`src/design/sdcard_cfg_pkg.sv`:
```
`default_nettype none

package sdcard_cfg_pkg;

  // SPI clock divider
  typedef logic [15:0] sck_cnt_t;

  localparam sck_cnt_t SCK_PERIOD     = 16'd6;
  localparam sck_cnt_t SCK_HIGH_FIRST = 16'd1;
  localparam sck_cnt_t SCK_HIGH_LAST  = 16'd4;

  // Command and response framing
  localparam int CMD_FRAME_BITS = 48;
  localparam int RSP_MAX_BITS   = 48;
  localparam int RSP_LEN_MSB    = 62;
  localparam int RSP_LEN_LSB    = 56;

  typedef logic [63:0]                      cmd_t;
  typedef logic [RSP_MAX_BITS-1:0]          rsp_t;
  // Response length in bytes
  typedef logic [RSP_LEN_MSB-RSP_LEN_LSB:0] rsp_len_t;

endpackage

`default_nettype wire

```
`src/design/sdcard_reg_pkg.sv`:
```
`default_nettype none

package sdcard_reg_pkg;

  typedef logic [31:0] bus_addr_t;
  typedef logic [31:0] bus_data_t;
  // Word index, address bits 31:2
  typedef logic [29:0] reg_index_t;

  localparam reg_index_t REG_NOOP       = 30'd0;
  localparam reg_index_t REG_SEND       = 30'd1;
  localparam reg_index_t REG_CMD_LO     = 30'd2;
  localparam reg_index_t REG_CMD_HI     = 30'd3;
  localparam reg_index_t REG_RSP_STATUS = 30'd4;
  localparam reg_index_t REG_RSP_LO     = 30'd5;
  localparam reg_index_t REG_RSP_HI     = 30'd6;

endpackage

`default_nettype wire

```
`src/design/sdcard_sck_gen.sv`:
```
`timescale 1ns/1ps
`default_nettype none

module sdcard_sck_gen (
  input  logic clk,
  input  logic rst,
  output logic o_sck,
  output logic o_sck_tick
);

  sdcard_cfg_pkg::sck_cnt_t sck_cnt;

  always_ff @(posedge clk)
  begin
    if (rst)
    begin
      sck_cnt    <= '0;
      o_sck      <= 1'b0;
      o_sck_tick <= 1'b0;
    end
    else
    begin
      // High in the middle of the bit time
      o_sck <= (sck_cnt >= sdcard_cfg_pkg::SCK_HIGH_FIRST) &&
               (sck_cnt <= sdcard_cfg_pkg::SCK_HIGH_LAST);
      o_sck_tick <= 1'b0;
      if (sck_cnt >= sdcard_cfg_pkg::SCK_PERIOD)
      begin
        sck_cnt    <= '0;
        o_sck_tick <= 1'b1;
      end
      else
      begin
        sck_cnt <= sck_cnt + 16'd1;
      end
    end
  end

endmodule

`default_nettype wire

```
`src/design/sdcard_bus_regs.sv`:
```
`timescale 1ns/1ps
`default_nettype none

module sdcard_bus_regs (
  input  logic                      clk,
  input  logic                      rst,
  input  logic                      i_bus_req,
  input  logic                      i_bus_write,
  input  sdcard_reg_pkg::bus_addr_t i_bus_addr,
  input  sdcard_reg_pkg::bus_data_t i_bus_data,
  input  logic                      i_busy,
  input  sdcard_cfg_pkg::rsp_t      i_rsp,
  input  logic                      i_rsp_done,
  output logic                      o_bus_ack,
  output sdcard_reg_pkg::bus_data_t o_bus_data,
  output logic                      o_send_start,
  output sdcard_cfg_pkg::cmd_t      o_cmd
);

  sdcard_reg_pkg::reg_index_t index;
  logic                       accept;
  logic                       rsp_arrived;

  assign index  = i_bus_addr[31:2];
  // Requests are only honored while no send is in flight
  assign accept = i_bus_req && !i_busy;

  assign o_send_start = accept && i_bus_write && (index == sdcard_reg_pkg::REG_SEND);

  always_ff @(posedge clk)
  begin
    if (rst)
    begin
      o_bus_ack   <= 1'b0;
      o_bus_data  <= '0;
      o_cmd       <= '0;
      rsp_arrived <= 1'b0;
    end
    else
    begin
      o_bus_ack  <= 1'b0;
      o_bus_data <= '0;

      // Completion of a send
      if (i_rsp_done)
      begin
        o_bus_ack   <= 1'b1;
        rsp_arrived <= 1'b1;
      end

      if (accept)
      begin
        case (index)
          sdcard_reg_pkg::REG_SEND:
          begin
            // Acked later, on completion
            if (i_bus_write)
            begin
              rsp_arrived <= 1'b0;
            end
          end
          sdcard_reg_pkg::REG_CMD_LO:
          begin
            if (i_bus_write)
            begin
              o_cmd[31:0] <= i_bus_data;
            end
            o_bus_ack  <= 1'b1;
            o_bus_data <= o_cmd[31:0];
          end
          sdcard_reg_pkg::REG_CMD_HI:
          begin
            if (i_bus_write)
            begin
              o_cmd[63:32] <= i_bus_data;
            end
            o_bus_ack  <= 1'b1;
            o_bus_data <= o_cmd[63:32];
          end
          sdcard_reg_pkg::REG_RSP_STATUS:
          begin
            o_bus_ack  <= 1'b1;
            o_bus_data <= {31'd0, rsp_arrived};
          end
          sdcard_reg_pkg::REG_RSP_LO:
          begin
            o_bus_ack  <= 1'b1;
            o_bus_data <= i_rsp[31:0];
          end
          sdcard_reg_pkg::REG_RSP_HI:
          begin
            o_bus_ack  <= 1'b1;
            o_bus_data <= {16'd0, i_rsp[47:32]};
          end
          // NOOP and unmapped indices
          default:
          begin
            o_bus_ack <= 1'b1;
          end
        endcase
      end
    end
  end

endmodule

`default_nettype wire

```
`src/design/sdcard_cmd_engine.sv`:
```
`timescale 1ns/1ps
`default_nettype none

module sdcard_cmd_engine (
  input  logic                 clk,
  input  logic                 rst,
  input  logic                 i_send_start,
  input  sdcard_cfg_pkg::cmd_t i_cmd,
  input  logic                 i_sck_tick,
  input  logic                 i_spi_ack,
  input  logic                 i_rsp_done,
  output logic                 o_busy,
  output logic                 o_spi_req,
  output logic                 o_spi_done,
  output logic                 o_cs,
  output logic                 o_mosi,
  output logic                 o_rsp_start
);

  localparam int BIT_CNT_W = $clog2(sdcard_cfg_pkg::CMD_FRAME_BITS + 1);

  typedef enum logic [1:0] {
    ST_IDLE,
    ST_ARB,
    ST_SHIFT,
    ST_RSP_WAIT
  } state_t;

  state_t               state;
  logic [BIT_CNT_W-1:0] bit_cnt;

  assign o_busy = (state != ST_IDLE);

  always_ff @(posedge clk)
  begin
    if (rst)
    begin
      state       <= ST_IDLE;
      bit_cnt     <= '0;
      o_spi_req   <= 1'b0;
      o_spi_done  <= 1'b0;
      o_cs        <= 1'b1;
      o_mosi      <= 1'b1;
      o_rsp_start <= 1'b0;
    end
    else
    begin
      o_spi_done  <= 1'b0;
      o_rsp_start <= 1'b0;
      case (state)
        ST_IDLE:
        begin
          if (i_send_start)
          begin
            o_spi_req <= 1'b1;
            state     <= ST_ARB;
          end
        end
        ST_ARB:
        begin
          if (i_spi_ack)
          begin
            o_spi_req <= 1'b0;
            bit_cnt   <= BIT_CNT_W'(sdcard_cfg_pkg::CMD_FRAME_BITS);
            state     <= ST_SHIFT;
          end
        end
        ST_SHIFT:
        begin
          if (i_sck_tick)
          begin
            o_cs <= 1'b0;
            if (bit_cnt == '0)
            begin
              o_rsp_start <= 1'b1;
              state       <= ST_RSP_WAIT;
            end
            else
            begin
              // MSB first
              o_mosi  <= i_cmd[bit_cnt - 1'b1];
              bit_cnt <= bit_cnt - 1'b1;
            end
          end
        end
        default:
        begin
          if (i_rsp_done)
          begin
            o_cs       <= 1'b1;
            o_spi_done <= 1'b1;
            state      <= ST_IDLE;
          end
        end
      endcase
    end
  end

endmodule

`default_nettype wire

```
`src/design/sdcard_rsp_capture.sv`:
```
`timescale 1ns/1ps
`default_nettype none

module sdcard_rsp_capture (
  input  logic                     clk,
  input  logic                     rst,
  input  logic                     i_start,
  input  logic                     i_sck_tick,
  input  logic                     i_miso,
  input  sdcard_cfg_pkg::rsp_len_t i_rsp_len,
  output sdcard_cfg_pkg::rsp_t     o_rsp,
  output logic                     o_done
);

  localparam int CNT_W = $bits(sdcard_cfg_pkg::rsp_len_t) + 3;

  logic             active;
  logic             hunting;
  logic [CNT_W-1:0] bit_cnt;
  logic [CNT_W-1:0] rsp_bits;

  // Bytes to bits
  assign rsp_bits = {i_rsp_len, 3'b000};

  always_ff @(posedge clk)
  begin
    if (rst)
    begin
      active  <= 1'b0;
      hunting <= 1'b0;
      bit_cnt <= '0;
      o_rsp   <= '0;
      o_done  <= 1'b0;
    end
    else
    begin
      o_done <= 1'b0;
      if (i_start)
      begin
        active  <= 1'b1;
        hunting <= 1'b1;
        bit_cnt <= '0;
        o_rsp   <= '0;
      end
      // Start bit is a zero, and it is kept as the first response bit
      else if (i_sck_tick && active && (!hunting || !i_miso))
      begin
        hunting <= 1'b0;
        o_rsp   <= {o_rsp[sdcard_cfg_pkg::RSP_MAX_BITS-2:0], i_miso};
        bit_cnt <= bit_cnt + 1'b1;
        if (bit_cnt + 1'b1 == rsp_bits)
        begin
          active <= 1'b0;
          o_done <= 1'b1;
        end
      end
    end
  end

endmodule

`default_nettype wire

```
`src/design/sdcard_spi_host.sv`:
```
`timescale 1ns/1ps
`default_nettype none

module sdcard_spi_host (
  input  logic                      clk,
  input  logic                      rst,
  input  logic                      i_bus_req,
  input  logic                      i_bus_write,
  input  sdcard_reg_pkg::bus_addr_t i_bus_addr,
  input  sdcard_reg_pkg::bus_data_t i_bus_data,
  input  logic                      i_spi_ack,
  input  logic                      i_miso,
  output logic                      o_bus_ack,
  output sdcard_reg_pkg::bus_data_t o_bus_data,
  output logic                      o_spi_req,
  output logic                      o_spi_done,
  output logic                      o_sck,
  output logic                      o_cs,
  output logic                      o_mosi
);

  logic                     sck_tick;
  logic                     send_start;
  logic                     busy;
  logic                     rsp_start;
  logic                     rsp_done;
  sdcard_cfg_pkg::cmd_t     cmd;
  sdcard_cfg_pkg::rsp_t     rsp;
  sdcard_cfg_pkg::rsp_len_t rsp_len;

  assign rsp_len = cmd[sdcard_cfg_pkg::RSP_LEN_MSB:sdcard_cfg_pkg::RSP_LEN_LSB];

  sdcard_sck_gen sck_gen_i (
    .clk        (clk),
    .rst        (rst),
    .o_sck      (o_sck),
    .o_sck_tick (sck_tick)
  );

  sdcard_bus_regs bus_regs_i (
    .clk          (clk),
    .rst          (rst),
    .i_bus_req    (i_bus_req),
    .i_bus_write  (i_bus_write),
    .i_bus_addr   (i_bus_addr),
    .i_bus_data   (i_bus_data),
    .i_busy       (busy),
    .i_rsp        (rsp),
    .i_rsp_done   (rsp_done),
    .o_bus_ack    (o_bus_ack),
    .o_bus_data   (o_bus_data),
    .o_send_start (send_start),
    .o_cmd        (cmd)
  );

  sdcard_cmd_engine cmd_engine_i (
    .clk          (clk),
    .rst          (rst),
    .i_send_start (send_start),
    .i_cmd        (cmd),
    .i_sck_tick   (sck_tick),
    .i_spi_ack    (i_spi_ack),
    .i_rsp_done   (rsp_done),
    .o_busy       (busy),
    .o_spi_req    (o_spi_req),
    .o_spi_done   (o_spi_done),
    .o_cs         (o_cs),
    .o_mosi       (o_mosi),
    .o_rsp_start  (rsp_start)
  );

  sdcard_rsp_capture rsp_capture_i (
    .clk        (clk),
    .rst        (rst),
    .i_start    (rsp_start),
    .i_sck_tick (sck_tick),
    .i_miso     (i_miso),
    .i_rsp_len  (rsp_len),
    .o_rsp      (rsp),
    .o_done     (rsp_done)
  );

endmodule

`default_nettype wire

```
`config.mk`:
```
export PLATFORM = sky130hd
export DESIGN_NAME = sdcard_spi_host
export DESIGN_NICKNAME = d
export VERILOG_FILES = /design/src/design/sdcard_cfg_pkg.sv /design/src/design/sdcard_reg_pkg.sv /design/src/design/sdcard_sck_gen.sv /design/src/design/sdcard_bus_regs.sv /design/src/design/sdcard_cmd_engine.sv /design/src/design/sdcard_rsp_capture.sv /design/src/design/sdcard_spi_host.sv
export SDC_FILE = /design/constraint.sdc
export NUM_CORES = 1
export LEC_CHECK = 0
export BUFFER_PORTS_ARGS = -buffer_cell sky130_fd_sc_hd__buf_2
export CAP_MARGIN = 40
export CORE_ASPECT_RATIO = 1.4
export CORE_UTILIZATION = 51
export CTS_BUF_LIST = sky130_fd_sc_hd__clkbuf_4 sky130_fd_sc_hd__clkbuf_8
export DETAILED_ROUTE_END_ITERATION = 6
export HOLD_SLACK_MARGIN = 0.12
export PLACE_DENSITY = 0.81
export SETUP_SLACK_MARGIN = 0.02
export SKIP_LAST_GASP = 1
export SYNTH_ARGS = -nofsm -noshare
export SYNTH_HDL_FRONTEND = slang
export SYNTH_SLANG_ARGS = --single-unit
```
`constraint.sdc`:
```
create_clock -name clk -period 3.94 [get_ports clk]
set_input_delay 0 -clock clk [delete_from_list [all_inputs] [get_ports clk]]
set_output_delay 0 -clock clk [all_outputs]
set_load 0.01 [all_outputs]
```
==> flow_summary.ini <==
[run_status]
status = complete, but fails checks
violations = DRC

[power_and_ir_drop]
vdd_ir_drop_max_mv = 0.2022
p_leak_nw = 3.436
power.density_nw_per_um2 = 361.9
switching_share = 0.2369
seq_power_share = 0.562
share_comb_of_total_power = 0.057
p_int_w = 0.002640
power_switching_w = 0.0008197
clkPwrFrac = 0.381

[clocking]
cts_tree = built
cts-root-buf = clkbuf_8
h-tree-depth = 4
cts_max_path_buffers = 2
cts_buffers = 17
clkSlewWorstSetupHoldPaths_ns = 0.10
cts.sinks = 190
cts_resized = 0
insertion_delay_ns = 0.46

[sta]
slew_violations = 0
setup_viol = 0
holdWs_ns = 0.2042
period_minus_slack_ns = 2.616
grt_setup_unrepaired = false
worst_slew_pin_slew_ns = 0.8768
relSlewSlack = 0.4155
setup_tns_ns = 0
final.period_utilization = 0.6640
hold_viol = 0
worst_slack_ns = 1.324
max_freq_mhz = 382.2
skew_ns = 0.01608

[setup_path]
crit_required_ns = 4.27
start_kind = flip-flop
endpoint_kind = flip-flop
crit_type = flip-flop to flip-flop
r2r-start = cmd_engine_i.bit_cnt[0]$_SDFFE_PP0P_
r2r-end = cmd_engine_i.o_mosi$_SDFFE_PP1P_
worstPathArrival_ns = 2.94
reg2reg_slack_ns = 1.32
ff2ff_path_depth = 7
critPathMaxFanout = 11

[hold_path]
holdPathStages = 6
hold_path.class = primary input to flip-flop
hold_path_startpoint = i_bus_addr[19]
hold_path_end = cmd_engine_i.state[1]$_SDFFE_PP0P_

[floorplan]
row_count = 54
design.core.area_sq_um = 15610
die_h_um = 151.4
dieWidth_um = 108.7
start_util = 0.5210
ioPinCount = 108
die_area_sq_um = 16460

[route]
viasPerCell = 5.863
drtIter0Drc = 692
drc = 2
ant_nets = 0
wl_mm = 21.29
firstDrtPassIters = 7
detail_route.wl_per_cell_um = 16.79
num_vias = 7434

[layout]
fin_area_sq_um = 9559
final_cell_mix = nand2_1 (242), dfxtp_1 (190), a21oi_1 (122), buf_2 (105), nor2_1 (64)
layout_commonest_cell = nand2_1
nNetsFinal = 1140
fillCellCount = 1306
layout-drive-gt1-share = 0.1716
antenna_cells = 0
syn_to_final_growth_pct = 17.56

[yosys]
ys_seq_area_frac = 0.4678
synth_cells = 942
synth_edf_count = 0
synth_ff_type = dfxtp_1
yosysUniqueCellTypes = 65
synth_area_leader_cell = dfxtp_1
synthDominantCellAreaShare = 0.4678
async_flop_share = 0
yosys-top-cells-area = dfxtp_1 (47%), nand2_1 (11%), a21oi_1 (7.5%), mux4_2 (4.4%), a22o_1 (3.3%)
ys_warn_count = 0
avgSynthCellArea_sq_um = 8.632
syn-cell-area_sq_um = 8132
ys_ff_latch = 190

[grt]
grt_max_degree = 67
grt_pass1_wl_mm = 33.72
grtUsageTotal = 0.2653
grt-ovfl-total = 0
grt_pass1_vias = 6851
antenna_found_initial = 1

[place]
pre_cts_ws_ns = 1.402
hpwl_mm = 14.04
portBuffers = 105
gp_congestion = 0.8896
placed_area_sq_um = 8781

[job]
max_cap_violations = 0
[layer usage]
layer	track usage	up-vias	wire (um)	share of wire
met5	0	-	13	0.00061
met4	0.1142	2	817	0.038
met3	0.05293	68	1699	0.080
met2	0.4513	343	10320	0.48
met1	0.3229	3523	8445	0.40
li1	-	3498	-	-
[state kept, by name, summed over array words and instances (netlist names)]
signal and count:
sck_gen_i.o_sck 1, rsp_capture_i.o_rsp 48, cmd_engine_i.o_mosi 1, cmd_engine_i.o_rsp_start 1, sck_gen_i.sck_cnt 16, rsp_capture_i.hunting 1, cmd_engine_i.o_cs 1, sck_gen_i.o_sck_tick 1
rsp_capture_i.bit_cnt 10, rsp_capture_i.active 1, rsp_capture_i.o_done 1, cmd_engine_i.bit_cnt 6, bus_regs_i.o_cmd 64, bus_regs_i.rsp_arrived 1, bus_regs_i.o_bus_ack 1, cmd_engine_i.o_spi_done 1
cmd_engine_i.state 2, cmd_engine_i.o_spi_req 1, bus_regs_i.o_bus_data 32
[worst max-delay path by stage]
| stage | from | to | slack [ns] |
|---|---|---|---|
| finish | cmd_engine_i.bit_cnt[0]$_SDFFE_PP0P_ | cmd_engine_i.o_mosi$_SDFFE_PP1P_ | 1.32 |
| global route | cmd_engine_i.state[1]$_SDFFE_PP0P_ | bus_regs_i.o_cmd[1]$_SDFFE_PP0P_ | 1.20 |
| detailed placement | cmd_engine_i.bit_cnt[0]$_SDFFE_PP0P_ | cmd_engine_i.o_mosi$_SDFFE_PP1P_ | 1.40 |
| floorplan | cmd_engine_i.bit_cnt[0]$_SDFFE_PP0P_ | cmd_engine_i.o_mosi$_SDFFE_PP1P_ | 1.20 |
| CTS | cmd_engine_i.bit_cnt[0]$_SDFFE_PP0P_ | cmd_engine_i.o_mosi$_SDFFE_PP1P_ | 1.33 |
| global placement | cmd_engine_i.bit_cnt[0]$_SDFFE_PP0P_ | cmd_engine_i.o_mosi$_SDFFE_PP1P_ | 1.43 |
[through the flow]
step	instances	power, W	util
global placement	1196	0.002150	0.5601
CTS	1268	0.003467	0.6125
global route	1268	0.003570	0.6125
floorplan	954	0.002087	-
detailed placement	1199	0.002154	0.5626
finish	1268	0.003460	0.6125
[Yosys cell counts, types with 8 or more instances]
library cell and instances:
mux2i_1 10, inv_1 13, mux4_2 16, a22o_1 31, nor4_1 10, xor2_1 8, a22oi_1 18, ha_1 11
nand2_1 242, xnor2_1 13, buf_2 24, a21oi_1 122, a222oi_1 15, dfxtp_1 190, clkbuf_1 44, nor3_1 12
nor2_1 64
[what timing repair did]
item,in CTS,in global routing
hold buffers,37,0
setup buffers,0,0
hold endpoints to repair,73,0
[logic make-up after synthesis]
group,count (synthesis),synth area share
other,1,0.0004612
DFF,190,0.4678
adders and majority gates,11,0.01693
buffers and inverters,86,0.04478
muxes,28,0.05939
and+or+nand+nor,382,0.2066
xor gates and xnor gates,22,0.02462
AOI/OAI and AO/OA,222,0.1794
[area by class of cell]
type | instances | area (sq um) | area share
inverters | 13 | 48.80 | 0.005105
clock buffers | 21 | 276.5 | 0.02893
flip-flops and latches | 190 | 3804 | 0.3979
multi-input cells | 678 | 4014 | 0.4199
clock inverters | 11 | 131.4 | 0.01374
well taps | 196 | 245.2 | 0.02565
repair buffers | 159 | 1040 | 0.1088
[power by group through the flow]
stage / sequential (W) / clock [W] / combinational [W]
6_report: 0.00194 / 0.00132 / 0.000198
5_1_grt: 0.00195 / 0.00141 / 0.000215
4_1_cts: 0.00194 / 0.00133 / 0.000195
3_5_place_dp: 0.00199 / 0 / 0.000166
3_3_place_gp: 0.00199 / 0 / 0.000163
2_1_floorplan: 0.00199 / 0 / 0.000101
[critical path: stages, from the launching register on]
cell and delay [ns]:
dfxtp_1 0.34, inv_1 0.13, ha_1 0.65, buf_4 0.30, mux4_2 0.34, mux4_2 0.47, mux2i_1 0.19, a32oi_1 0.07
No activity file was read; power rests on OpenSTA's default activity.
